**src/design/prbs_pkg.sv**
```systemverilog
package prbs_pkg;

    //////////////////////////////
    // widths
    //////////////////////////////
    localparam int apb_addr_w = 8;
    localparam int apb_data_w = 32;
    localparam int phase_w    = 32;
    localparam int dac_w      = 16;
    localparam int lfsr_w     = 23;

    typedef logic [apb_addr_w-1:0]   apb_addr_t;
    typedef logic [apb_data_w-1:0]   apb_data_t;
    typedef logic [phase_w-1:0]      phase_t;
    typedef logic signed [dac_w-1:0] dac_code_t;
    typedef logic [dac_w-1:0]        edge_step_t;
    typedef logic [lfsr_w-1:0]       lfsr_t;

    // sequence select, as held in ctrl bits 2:1
    typedef enum logic [1:0] {
        pn7  = 2'd0,
        pn9  = 2'd1,
        pn15 = 2'd2,
        pn23 = 2'd3
    } pn_sel_t;

    //////////////////////////////
    // register map
    //////////////////////////////
    localparam apb_addr_t reg_ctrl = 8'h00;
    localparam apb_addr_t reg_rate = 8'h04;
    localparam apb_addr_t reg_edge = 8'h08;
    localparam apb_addr_t reg_ampl = 8'h0C;
    localparam apb_addr_t reg_offs = 8'h10;
    localparam apb_addr_t reg_stat = 8'h14;

    // dac code limits for saturation
    localparam dac_code_t dac_max = 16'sh7FFF;
    localparam dac_code_t dac_min = 16'sh8000;

    localparam lfsr_t lfsr_seed = '1;

endpackage

```
**src/design/prbs_apb_regs.sv**
```systemverilog
`timescale 1ns/1ps

module prbs_apb_regs (
    input  logic                 dac_clk,
    input  logic                 arst_n,
    input  prbs_pkg::apb_addr_t  paddr,
    input  logic                 psel,
    input  logic                 penable,
    input  logic                 pwrite,
    input  prbs_pkg::apb_data_t  pwdata,
    input  logic                 load_protect,
    output prbs_pkg::apb_data_t  prdata,
    output logic                 pready,
    output logic                 pslverr,
    output logic                 enable,
    output prbs_pkg::pn_sel_t    pn_sel,
    output prbs_pkg::phase_t     rate,
    output prbs_pkg::edge_step_t edge_step,
    output prbs_pkg::dac_code_t  ampl,
    output prbs_pkg::dac_code_t  offs,
    output logic                 protect
);
    import prbs_pkg::*;

    logic      access;
    logic      addr_hit;
    logic      bad_access;
    logic      reg_we;
    logic      [1:0] protect_sync;
    apb_data_t rd_word;

    //////////////////////////////
    // address decode and readback
    //////////////////////////////
    assign access = psel & penable;

    always_comb begin
        addr_hit = 1'b1;
        rd_word  = '0;
        case (paddr)
            reg_ctrl: rd_word = {29'd0, pn_sel, enable};
            reg_rate: rd_word = rate;
            reg_edge: rd_word = {16'd0, edge_step};
            reg_ampl: rd_word = {16'd0, ampl};
            reg_offs: rd_word = {16'd0, offs};
            // bit 1 running, bit 0 protect
            reg_stat: rd_word = {30'd0, enable, protect};
            default:  addr_hit = 1'b0;
        endcase
    end

    // status is read only
    assign bad_access = ~addr_hit | (pwrite & (paddr == reg_stat));

    // zero wait states
    assign pready  = access;
    assign pslverr = access & bad_access;
    assign prdata  = rd_word;
    assign reg_we  = access & pwrite & ~bad_access;

    //////////////////////////////
    // configuration registers
    //////////////////////////////
    always_ff @(posedge dac_clk or negedge arst_n) begin
        if (!arst_n) begin
            enable    <= 1'b0;
            pn_sel    <= pn7;
            rate      <= '0;
            edge_step <= '0;
            ampl      <= '0;
            offs      <= '0;
        end else if (reg_we) begin
            case (paddr)
                reg_ctrl: begin
                    enable <= pwdata[0];
                    pn_sel <= pn_sel_t'(pwdata[2:1]);
                end
                reg_rate: rate      <= pwdata;
                reg_edge: edge_step <= pwdata[15:0];
                reg_ampl: ampl      <= pwdata[15:0];
                reg_offs: offs      <= pwdata[15:0];
                default: begin
                end
            endcase
        end
    end

    // load protect comes from the output stage, async to dac_clk
    always_ff @(posedge dac_clk or negedge arst_n) begin
        if (!arst_n) begin
            protect_sync <= 2'b00;
        end else begin
            protect_sync <= {protect_sync[0], load_protect};
        end
    end

    assign protect = protect_sync[1];

endmodule

```
**src/design/prbs_rate_nco.sv**
```systemverilog
`timescale 1ns/1ps

module prbs_rate_nco (
    input  logic              dac_clk,
    input  logic              arst_n,
    input  logic              enable,
    input  prbs_pkg::phase_t  rate,
    output logic              tick
);
    import prbs_pkg::*;

    phase_t                    phase_acc;
    logic   [$bits(phase_t):0] phase_sum;

    // carry out of the add is the bit boundary
    assign phase_sum = {1'b0, phase_acc} + {1'b0, rate};

    //////////////////////////////
    // phase accumulator
    //////////////////////////////
    always_ff @(posedge dac_clk or negedge arst_n) begin
        if (!arst_n) begin
            phase_acc <= '0;
            tick      <= 1'b0;
        end else if (!enable) begin
            // idle, restart from zero phase
            phase_acc <= '0;
            tick      <= 1'b0;
        end else begin
            phase_acc <= phase_sum[$bits(phase_t)-1:0];
            tick      <= phase_sum[$bits(phase_t)];
        end
    end

endmodule

```
**src/design/prbs_lfsr.sv**
```systemverilog
`timescale 1ns/1ps

module prbs_lfsr (
    input  logic              dac_clk,
    input  logic              arst_n,
    input  logic              enable,
    input  prbs_pkg::pn_sel_t pn_sel,
    input  logic              tick,
    output logic              bit_valid,
    output logic              bit_value
);
    import prbs_pkg::*;

    lfsr_t lfsr_state;
    logic  feedback;

    //////////////////////////////
    // tap select
    //////////////////////////////
    // shorter sequences live in the low bits
    always_comb begin
        feedback = 1'b0;
        case (pn_sel)
            pn7:  feedback = lfsr_state[6]  ^ lfsr_state[5];
            pn9:  feedback = lfsr_state[8]  ^ lfsr_state[4];
            pn15: feedback = lfsr_state[14] ^ lfsr_state[13];
            pn23: feedback = lfsr_state[22] ^ lfsr_state[17];
        endcase
    end

    //////////////////////////////
    // shift register
    //////////////////////////////
    always_ff @(posedge dac_clk or negedge arst_n) begin
        if (!arst_n) begin
            lfsr_state <= lfsr_seed;
            bit_valid  <= 1'b0;
        end else if (!enable) begin
            // hold the seed so every run starts the same
            lfsr_state <= lfsr_seed;
            bit_valid  <= 1'b0;
        end else begin
            bit_valid <= tick;
            if (tick) begin
                lfsr_state <= {lfsr_state[$bits(lfsr_t)-2:0], feedback};
            end
        end
    end

    // new bit 0, only meaningful with bit_valid
    always_ff @(posedge dac_clk) begin
        if (enable && tick) begin
            bit_value <= feedback;
        end
    end

endmodule

```
**src/design/prbs_level_shaper.sv**
```systemverilog
`timescale 1ns/1ps

module prbs_level_shaper (
    input  logic                 dac_clk,
    input  logic                 arst_n,
    input  logic                 bit_valid,
    input  logic                 bit_value,
    input  prbs_pkg::dac_code_t  ampl,
    input  prbs_pkg::dac_code_t  offs,
    input  prbs_pkg::edge_step_t edge_step,
    input  logic                 protect,
    output prbs_pkg::dac_code_t  dac_data
);
    import prbs_pkg::*;

    logic signed [dac_w:0] level_sum;
    dac_code_t             level_sat;
    dac_code_t             target;
    logic signed [dac_w:0] distance;
    logic signed [dac_w:0] step_wide;

    //////////////////////////////
    // target level
    //////////////////////////////
    // one extra bit so the sum cannot wrap
    always_comb begin
        if (bit_value) begin
            level_sum = {offs[dac_w-1], offs} + {ampl[dac_w-1], ampl};
        end else begin
            level_sum = {offs[dac_w-1], offs} - {ampl[dac_w-1], ampl};
        end
        if (level_sum > dac_max) begin
            level_sat = dac_max;
        end else if (level_sum < dac_min) begin
            level_sat = dac_min;
        end else begin
            level_sat = level_sum[dac_w-1:0];
        end
    end

    always_ff @(posedge dac_clk or negedge arst_n) begin
        if (!arst_n) begin
            target <= '0;
        end else if (protect) begin
            // muted output sits at the offset
            target <= offs;
        end else if (bit_valid) begin
            target <= level_sat;
        end
    end

    //////////////////////////////
    // edge slew
    //////////////////////////////
    assign distance  = {target[dac_w-1], target} - {dac_data[dac_w-1], dac_data};
    assign step_wide = {1'b0, edge_step};

    // zero step jumps straight to the target
    always_ff @(posedge dac_clk or negedge arst_n) begin
        if (!arst_n) begin
            dac_data <= '0;
        end else if (edge_step == '0) begin
            dac_data <= target;
        end else if (distance > step_wide) begin
            dac_data <= dac_data + dac_code_t'(edge_step);
        end else if (distance < -step_wide) begin
            dac_data <= dac_data - dac_code_t'(edge_step);
        end else begin
            dac_data <= target;
        end
    end

endmodule

```
**src/design/prbs_source_top.sv**
```systemverilog
`timescale 1ns/1ps

module prbs_source_top (
    input  logic                 dac_clk,
    input  logic                 arst_n,
    input  prbs_pkg::apb_addr_t  paddr,
    input  logic                 psel,
    input  logic                 penable,
    input  logic                 pwrite,
    input  prbs_pkg::apb_data_t  pwdata,
    output prbs_pkg::apb_data_t  prdata,
    output logic                 pready,
    output logic                 pslverr,
    input  logic                 load_protect,
    output prbs_pkg::dac_code_t  dac_data
);
    import prbs_pkg::*;

    logic       enable;
    pn_sel_t    pn_sel;
    phase_t     rate;
    edge_step_t edge_step;
    dac_code_t  ampl;
    dac_code_t  offs;
    logic       protect;
    logic       tick;
    logic       bit_valid;
    logic       bit_value;

    //////////////////////////////
    // host registers
    //////////////////////////////
    prbs_apb_regs u_apb_regs (
        .dac_clk      ( dac_clk      ),
        .arst_n       ( arst_n       ),
        .paddr        ( paddr        ),
        .psel         ( psel         ),
        .penable      ( penable      ),
        .pwrite       ( pwrite       ),
        .pwdata       ( pwdata       ),
        .load_protect ( load_protect ),
        .prdata       ( prdata       ),
        .pready       ( pready       ),
        .pslverr      ( pslverr      ),
        .enable       ( enable       ),
        .pn_sel       ( pn_sel       ),
        .rate         ( rate         ),
        .edge_step    ( edge_step    ),
        .ampl         ( ampl         ),
        .offs         ( offs         ),
        .protect      ( protect      )
    );

    //////////////////////////////
    // bit rate, sequence, level
    //////////////////////////////
    prbs_rate_nco u_rate_nco (
        .dac_clk ( dac_clk ),
        .arst_n  ( arst_n  ),
        .enable  ( enable  ),
        .rate    ( rate    ),
        .tick    ( tick    )
    );

    prbs_lfsr u_lfsr (
        .dac_clk   ( dac_clk   ),
        .arst_n    ( arst_n    ),
        .enable    ( enable    ),
        .pn_sel    ( pn_sel    ),
        .tick      ( tick      ),
        .bit_valid ( bit_valid ),
        .bit_value ( bit_value )
    );

    prbs_level_shaper u_level_shaper (
        .dac_clk   ( dac_clk   ),
        .arst_n    ( arst_n    ),
        .bit_valid ( bit_valid ),
        .bit_value ( bit_value ),
        .ampl      ( ampl      ),
        .offs      ( offs      ),
        .edge_step ( edge_step ),
        .protect   ( protect   ),
        .dac_data  ( dac_data  )
    );

endmodule

```
**config.mk**
```make
export PLATFORM = sky130hd
export DESIGN_NAME = prbs_source_top
export DESIGN_NICKNAME = d
export VERILOG_FILES = /design/src/design/prbs_pkg.sv /design/src/design/prbs_apb_regs.sv /design/src/design/prbs_rate_nco.sv /design/src/design/prbs_lfsr.sv /design/src/design/prbs_level_shaper.sv /design/src/design/prbs_source_top.sv
export SDC_FILE = /design/constraint.sdc
export NUM_CORES = 1
export LEC_CHECK = 0
export ABC_AREA = 1
export BUFFER_PORTS_ARGS = -buffer_cell sky130_fd_sc_hd__buf_2
export CAP_MARGIN = 20
export CORE_UTILIZATION = 40
export DETAILED_ROUTE_END_ITERATION = 8
export RECOVER_POWER = 50
export SLEW_MARGIN = 20
export SYNTH_ARGS = -nofsm -noshare
export SYNTH_HDL_FRONTEND = slang
export SYNTH_SLANG_ARGS = --single-unit
```
**constraint.sdc**
```tcl
create_clock -name dac_clk -period 4 [get_ports dac_clk]
set_clock_uncertainty 0.15 [all_clocks]
set_input_delay 0.8 -clock dac_clk [delete_from_list [all_inputs] [get_ports dac_clk]]
set_output_delay 0.8 -clock dac_clk [all_outputs]
set_load 0.02 [all_outputs]
```
==> results of run 1 <==
-- final cells by class --
type                       instances  area (um^2)  share of cell area, %
inverter                         265          996                   6.24
clock buffer                      17          425                   2.67
clock inverter                    15          186                   1.17
tap                              448          561                   3.51
timing repair buffer             153          948                   5.95
sequential                       175         4410                   27.7
multi-input combinational       1468         8420                   52.8
-- state kept, by name, indices dropped and copies added (netlist names), 2 cells and up --
register	count
u_apb_regs.ampl	16
u_apb_regs.rate	32
u_level_shaper.target	16
u_level_shaper.dac_data	16
u_apb_regs.pn_sel	2
u_apb_regs.protect_sync	2
u_lfsr.lfsr_state	23
u_apb_regs.offs	16
u_rate_nco.phase_acc	32
u_apb_regs.edge_step	16
-- routing by layer --
layer | GRT usage [%] | vias up | wire, um
li1 | - | 6694 | -
met1 | 33.6 | 6470 | 20200
met2 | 42.7 | 358 | 21300
met3 | 2.37 | 65 | 1860
met4 | 8.19 | 0 | 1300
met5 | 0 | - | 0
-- layout by cell type (no fill, tap or decap), drive strengths merged, types with 6 or more instances in the layout --
| cell type | Yosys | routed |
|---|---|---|
| nand2 | 518 | 519 |
| ha | 128 | 128 |
| xnor2 | 11 | 11 |
| a21oi | 149 | 149 |
| o21bai | 11 | 11 |
| inv | 261 | 270 |
| a22oi | 23 | 23 |
| dfstp | 23 | 23 |
| a31oi | 11 | 11 |
| dfrtp | 151 | 151 |
| nor2 | 177 | 177 |
| o21ai | 141 | 141 |
| buf | 15 | 148 |
| o2111ai | 12 | 12 |
| nor3 | 30 | 30 |
| xor2 | 70 | 70 |
| nand3 | 85 | 85 |
| nor4 | 6 | 6 |
| a21o | 12 | 12 |
| nand4 | 39 | 39 |
| clkinv | 4 | 10 |
| clkbuf | 38 | 22 |
-- power by group through the flow --
| stage | Sequential, mW | Clock, mW | Combinational (mW) |
|---|---|---|---|
| global placement | 1.86 | 0 | 1.27 |
| detailed placement | 1.86 | 0 | 1.27 |
| CTS | 1.83 | 1.79 | 1.28 |
| floorplan | 1.87 | 0 | 0.849 |
| finish | 1.83 | 1.76 | 1.40 |
| global route | 1.83 | 1.86 | 1.59 |
-- cell families (layout without fill, tap and decap cells) --
group / after synthesis / in the layout
flip-flops: 175 / 175
buffers and inverters: 318 / 450
AO/OA/AOI/OAI: 391 / 391
AND/OR/NAND/NOR: 862 / 863
XOR/XNOR: 81 / 81
adder cells (fa/ha/maj): 133 / 133
-- cells in the mapped netlist, drive strengths merged, types with 23 or more instances --
cell | count | share of area [%]
nand4 | 39 | 1.8
nand3 | 85 | 3.1
clkbuf | 38 | 1.0
inv | 261 | 7.1
ha | 128 | 12
nand2 | 518 | 14
a21oi | 149 | 5.4
nor3 | 30 | 1.3
dfrtp | 151 | 27
nor2 | 177 | 4.8
o21ai | 141 | 5.1
xor2 | 70 | 4.4
dfstp | 23 | 4.4
a22oi | 23 | 1.2
-- stage by stage --
stage / setup TNS, ps / setup slack [ps]
6_report: 0 / 239
5_1_grt: -255 / -53.4
4_1_cts: 0 / 71.3
3_5_place_dp: 0 / 28.4
3_3_place_gp: 0 / 161
2_1_floorplan: 0 / 175
-- final timing paths --
| check | depth (start not counted) | to | start | slack, ps |
|---|---|---|---|---|
| worst min register to register | 0 | u_apb_regs.protect_sync[1] | u_apb_regs.protect_sync[0] | 200 |
| max in group asynchronous | 2 | u_apb_regs.edge_step[0] | arst_n | 570 |
| min in group asynchronous | 1 | u_apb_regs.rate[24] | arst_n | 800 |
| worst max-delay path | 24 | u_level_shaper.dac_data[5] | u_apb_regs.edge_step[0] | 240 |
| worst min-delay path | 0 | u_apb_regs.protect_sync[1] | u_apb_regs.protect_sync[0] | 200 |
| worst max register to register | 24 | u_level_shaper.dac_data[5] | u_apb_regs.edge_step[0] | 240 |
-- worst register-to-register path, cell delays in order (launching register included) --
cell and delay [ps]:
sky130_fd_sc_hd__dfrtp_2 450, sky130_fd_sc_hd__inv_2 100, sky130_fd_sc_hd__ha_4 160, sky130_fd_sc_hd__nand2_4 60, sky130_fd_sc_hd__nor2_4 100, sky130_fd_sc_hd__inv_2 60
sky130_fd_sc_hd__nor4_4 260, sky130_fd_sc_hd__inv_2 90, sky130_fd_sc_hd__nor3_4 210, sky130_fd_sc_hd__nand2_2 140, sky130_fd_sc_hd__nor3_4 160, sky130_fd_sc_hd__nand2_1 70
sky130_fd_sc_hd__nand2_1 60, sky130_fd_sc_hd__nand2_1 70, sky130_fd_sc_hd__ha_1 300, sky130_fd_sc_hd__nand3_1 120, sky130_fd_sc_hd__nor2_2 140, sky130_fd_sc_hd__nand4_1 110
sky130_fd_sc_hd__nand4_1 190, sky130_fd_sc_hd__nand2_4 140, sky130_fd_sc_hd__clkbuf_16 190, sky130_fd_sc_hd__o21ai_0 150, sky130_fd_sc_hd__nand2_1 70, sky130_fd_sc_hd__nand3_1 70
sky130_fd_sc_hd__nand2_1 50
-- timing repair --
action                                  4_1_cts  5_1_grt
gates resized for setup                       1       51
endpoints found under the setup margin        1       31
pin swaps                                     0       14
gates cloned                                  0        2
setup buffers                                 0        8
==> results.md, run 1 <==
| Metric | Value | Unit |
|:---|:---|:---|
| Status | finished with violations | - |
| Failing checks | capacitance limit, slew limit | - |
| Static leakage | 8.68 | nW |
| Total non-filler cell area in the finished layout | 0.0160 | mm^2 |
| Slew @ Worst Pin | 2100 | ps |
| Total of fill cells in the finished design | 3583 | - |
| Number of endpoints with negative hold slack in the final report | 0 | - |
| Post-DP HPWL | 35500 | um |
| I/O pin total | 96 | - |
| Total power of the final layout | 4.99 | mW |
| Total clock sinks | 175 | - |
| Worst-case clock buffer depth | 2 | - |
| Max H-tree Level | 4 | - |
| DR pass1 iterations | 7 | - |
| Maximum frequency from static timing analysis | 266 | MHz |
| Number of distinct library cells after synthesis | 51 | - |
| Combinational family with the most area after synthesis | simple AND/OR/NAND/NOR gates | - |
| Max FO, Critical Path | 7 | - |
| Finished Layout Cells | 2541 | - |
| Hold/Removal Path Class | flip-flop to flip-flop | - |
| Adder and majority gate portion of the synthesized area | 12.3 | % |
| Number of register bits inferred by synthesis | 175 | - |
| Xor/xnor share of the synthesized area | 5.11 | % |
| Pin count of the biggest net entering global routing | 85 | - |
| Type of the setup path with the least slack | flip-flop to flip-flop | - |
| Starting utilization of the core area | 41.0 | % |
| Total cell area at the placement stage | 0.0151 | mm^2 |
| Switching Share | 36.1 | % |
| Starting DRT DRC Count | 1079 | - |
| Relative contribution of combinational cells to total power | 28.0 | % |
| Routed vias/inst | 5.35 | - |
| Diode count | 0 | - |
| Worst hold slack across all endpoints | 195 | ps |
| Slowest cell on crit path | sky130_fd_sc_hd__dfrtp_2 | - |
| DRT antenna net count | 0 | - |
| Dominant register cell in the synthesized netlist | sky130_fd_sc_hd__dfrtp_1 | - |
| Total GRT Usage | 25.2 | % |
| Total standard cell area after synthesis | 0.0139 | mm^2 |
| Async set or reset register ratio after synthesis | 99.4 | % |
| Placement Rows | 67 | - |
| Final setup fails | 0 | - |
| Number of remaining DRC errors | 0 | - |
| Synthesized netlist net count | 2139 | - |
| Min cycle time layout | 3760 | ps |
| Reg clk slew, reported paths | 90 | ps |
| Share of layout cells above drive strength 1 | 12.8 | % |
| Crit share post-route | 94.0 | % |
| Overall via count from detail_route | 13587 | - |
| Cell count after placement | 2499 | - |
| Fraction of power consumed by sequential logic | 36.6 | % |
| Post-synth EDFFs | 1 | - |
| Max rail drop VDD | 0.000222 | V |
| Critical path's top delay family | simple AND/OR/NAND/NOR gates | - |
| Critical Path End Type | flip-flop | - |
| Die Height | 188 | um |
| GPL Wtd Cong | 0.980 | - |
| Full die area | 0.0354 | mm^2 |
| Count of synthesis-stage warnings from yosys | 0 | - |
| Fraction of the mapped netlist area in compound gates | 16.1 | % |
| Relative contribution of the clock network to total power | 35.3 | % |
| Critical path launch point type | flip-flop | - |
| Hold_buf cts | 0 | - |
| RSZ-0062 raised after global routing | true | - |
| Cells after Synth | 1960 | - |
| P_int | 3.19 | mW |
| Remaining Overflow, GRT | 0 | - |
| Final design utilization | 47.1 | % |
| Buffers and inverters on the worst path | 4 | - |
| Width of the chip | 188 | um |
| First-pass GRT wire length | 70100 | um |
| Worst slew margin relative to its limit | -40.1 | % |
| Total count of max-transition violations in the final report | 85 | - |
| Most common cell on crit path | sky130_fd_sc_hd__nand2_1 | - |
| Worst Path Arrival | 3960 | ps |
| Via count of the first global-routing pass | 12931 | - |
| WL final | 44700 | um |
| Crit path required time | 4200 | ps |
| Area share of and/or/nand/nor cells after synthesis | 25.9 | % |
| Number of I/O port buffers | 95 | - |
| Routed length per instance | 17.6 | um |
| Portion of netlist area occupied by mux cells | 0 | % |
| Sequential area share after synthesis | 31.8 | % |
| Cell at the root of the clock tree | sky130_fd_sc_hd__clkbuf_16 | - |
| Max-cap violations | 1 | - |
| Critical Path, Cell by Cell | inv_2, ha_4, nand2_4, nor2_4, inv_2, nor4_4, inv_2, nor3_4, nand2_2, nor3_4, nand2_1, nand2_1, nand2_1, ha_1, nand3_1, nor2_2, nand4_1, nand4_1, nand2_4, clkbuf_16, o21ai_0, nand2_1, nand3_1, nand2_1 | - |
| Highest cell delay on the worst timing path | 450 | ps |
| Mean instance size in the synthesized netlist | 7.08 | um^2 |
| Clock buffer count from CTS | 17 | - |
| Clock tree from TritonCTS | yes | - |
| Switching component of the power | 1.80 | mW |
| Layout overhead on the synthesized area | 15.0 | % |
| Power density relative to cell area | 313 | mW/mm^2 |
| Clock latency reported for the late side of the worst-skew pair | 460 | ps |
| Antenna violations before repair | 0 | - |
| Core Area | 0.0339 | mm^2 |
| Final net count | 2259 | - |
Note: power is estimated with default switching activity, not from simulation.
==> run 2: changes to the inputs <==
Settings changed: SETUP_SLACK_MARGIN from default to 0.5.
==> run 2 against run 1 <==
Compared with the run above: the run still ends with capacitance limit, slew limit left; non-clock buffer count rose by 24; worst setup slack better by 51 ps; clock power down 5%; utilization rose by 1.8 points; fmax increased by 1.4%; total power grew 0.15%; count of clock-buffer cells in the layout unchanged.
==> results.md, run 2 (same netlist as run 1, synthesis figures left out) <==
| Metric | Value | Unit |
|:---|:---|:---|
| Status | finished with violations | - |
| Failing checks | capacitance limit, slew limit | - |
| Static leakage | 8.90 | nW |
| Starting utilization of the core area | 41.0 | % |
| Die Height | 188 | um |
| Buffers and inverters on the worst path | 4 | - |
| Slowest cell on crit path | sky130_fd_sc_hd__dfrtp_1 | - |
| Max-cap violations | 1 | - |
| Layout overhead on the synthesized area | 19.4 | % |
| Finished Layout Cells | 2570 | - |
| Number of remaining DRC errors | 0 | - |
| Place WS | -34.7 | ps |
| Routed length per instance | 17.9 | um |
| Final setup fails | 0 | - |
| Cell at the root of the clock tree | sky130_fd_sc_hd__clkbuf_16 | - |
| Setup TNS Final | 0 | ps |
| Max FO, Critical Path | 6 | - |
| Type of the setup path with the least slack | flip-flop to flip-flop | - |
| Reg clk slew, reported paths | 80 | ps |
| Final design utilization | 48.9 | % |
| Core Area | 0.0339 | mm^2 |
| Min cycle time layout | 3710 | ps |
| Starting DRT DRC Count | 1034 | - |
| Share of layout cells above drive strength 1 | 18.0 | % |
| Width of the chip | 188 | um |
| Final worst setup slack | 290 | ps |
| Overall via count from detail_route | 13794 | - |
| Placement Rows | 67 | - |
| Clock buffer count from CTS | 17 | - |
| DR pass1 iterations | 5 | - |
| Clock tree from TritonCTS | yes | - |
| Max H-tree Level | 4 | - |
| Power density relative to cell area | 302 | mW/mm^2 |
| Routed vias/inst | 5.37 | - |
| Number of I/O port buffers | 95 | - |
| Hold_buf cts | 0 | - |
| Slew @ Worst Pin | 2030 | ps |
| Number of endpoints with negative hold slack in the final report | 0 | - |
| Clock latency reported for the late side of the worst-skew pair | 450 | ps |
| Max rail drop VDD | 0.000214 | V |
| Total GRT Usage | 25.9 | % |
| Diode count | 0 | - |
| Most used cells in the layout excluding fill and tap cells | sky130_fd_sc_hd__nand2_1, sky130_fd_sc_hd__inv_1, sky130_fd_sc_hd__nor2_1 | - |
| Total count of max-transition violations in the final report | 75 | - |
| Total clock sinks | 175 | - |
| GPL Wtd Cong | 1.00 | - |
| WL final | 46000 | um |
| Total power of the final layout | 5.00 | mW |
| Antenna violations before repair | 0 | - |
| Critical path launch point type | flip-flop | - |
| Via count of the first global-routing pass | 13117 | - |
| Critical path's top delay family | simple AND/OR/NAND/NOR gates | - |
| Final net count | 2288 | - |
| Beginning of the worst register-to-register path | u_level_shaper.target[0] | - |
| Pin count of the biggest net entering global routing | 76 | - |
| Launch point of the worst path | u_level_shaper.target[0] | - |
| RSZ-0062 raised after global routing | true | - |
| Worst slew margin relative to its limit | -35.5 | % |
| Largest registers in the final layout | u_apb_regs.rate (32), u_rate_nco.phase_acc (32), u_lfsr.lfsr_state (23) | - |
| Total of fill cells in the finished design | 3432 | - |
| Full die area | 0.0354 | mm^2 |
| Worst-case clock buffer depth | 2 | - |
| Maximum frequency from static timing analysis | 270 | MHz |
| Worst Path Arrival | 3950 | ps |
| First-pass GRT wire length | 71500 | um |
| Total non-filler cell area in the finished layout | 0.0166 | mm^2 |
| I/O pin total | 96 | - |
| Worst hold slack across all endpoints | 206 | ps |
| Remaining Overflow, GRT | 0 | - |
| Hold/Removal Path Class | flip-flop to flip-flop | - |
| Most frequent standard cell in the layout excluding fill and tap cells | sky130_fd_sc_hd__nand2_1 | - |
| Critical Path End Type | flip-flop | - |
| Total cell area at the placement stage | 0.0151 | mm^2 |
| Post-DP HPWL | 35600 | um |
| Cell count after placement | 2497 | - |
| Startpoint of the lowest-slack hold path | u_apb_regs.protect_sync[0] | - |
| Most common cell on crit path | sky130_fd_sc_hd__nand2_1 | - |
| Crit path required time | 4240 | ps |
| DRT antenna net count | 0 | - |
| Highest cell delay on the worst timing path | 390 | ps |
| Crit share post-route | 92.8 | % |
## run 2: final cells by class
class / count / area [um^2] / area share (%)
clock buffers: 17 / 425 / 2.57
clock inverters: 15 / 143 / 0.861
inverters: 265 / 1020 / 6.14
multi-input cells: 1472 / 8870 / 53.5
flip-flops and latches: 175 / 4420 / 26.7
well taps: 448 / 561 / 3.38
repair buffers: 177 / 1120 / 6.78
repair inverters: 1 / 7.51 / 0.0453
## run 2: layer usage
| layer | share of wire [%] | global-route usage, % | vias to the layer above |
|---|---|---|---|
| met5 | 0 | 0 | - |
| met4 | 2.7 | 8.57 | 0 |
| met3 | 4.9 | 2.87 | 72 |
| met2 | 47 | 43.4 | 401 |
| met1 | 45 | 34.7 | 6553 |
| li1 | - | - | 6768 |
## run 2: report_power, final
group | total (mW) | internal (mW) | switching [mW]
logic | 1.49 | 0.547 | 0.941
registers | 1.83 | 1.80 | 0.0350
clock network | 1.68 | 0.831 | 0.851
total | 5.00 | 3.18 | 1.83
## run 2: final timing paths
check	slack (ps)	end	cells after the start
min in group asynchronous	760	u_apb_regs.rate[24]	1
setup / recovery	290	u_level_shaper.dac_data[2]	26
max in group asynchronous	830	u_level_shaper.dac_data[11]	2
hold / removal	210	u_apb_regs.protect_sync[1]	0
hold reg to reg	210	u_apb_regs.protect_sync[1]	0
setup reg to reg	290	u_level_shaper.dac_data[2]	26
## run 2: worst register-to-register path: stages, from the launching register on
cell	delay, ps
sky130_fd_sc_hd__dfrtp_1	390
sky130_fd_sc_hd__inv_2	70
sky130_fd_sc_hd__ha_4	130
sky130_fd_sc_hd__inv_4	40
sky130_fd_sc_hd__fa_2	390
sky130_fd_sc_hd__nand3_2	70
sky130_fd_sc_hd__nand2_2	80
sky130_fd_sc_hd__nand2_2	100
sky130_fd_sc_hd__o211ai_4	110
sky130_fd_sc_hd__a21oi_2	190
sky130_fd_sc_hd__o21bai_1	110
sky130_fd_sc_hd__xor2_1	170
sky130_fd_sc_hd__ha_1	340
sky130_fd_sc_hd__nand2_1	80
sky130_fd_sc_hd__inv_1	40
sky130_fd_sc_hd__o21ai_1	130
sky130_fd_sc_hd__nand2_1	80
sky130_fd_sc_hd__nor2_2	140
sky130_fd_sc_hd__nand3_2	140
sky130_fd_sc_hd__nand2_8	150
sky130_fd_sc_hd__buf_12	120
sky130_fd_sc_hd__nand2_8	70
sky130_fd_sc_hd__nand2_2	80
sky130_fd_sc_hd__o21ai_2	60
sky130_fd_sc_hd__nand2_1	70
sky130_fd_sc_hd__nand3_1	70
sky130_fd_sc_hd__nand2_1	70
## run 2: timing repair
| action | 4_1_cts | 5_1_grt |
|---|---|---|
| resized for setup | 75 | 89 |
| pin swaps | 30 | 67 |
| setup buffers | 19 | 16 |
| setup endpoints to repair | 41 | 46 |
| cloned | 6 | 0 |
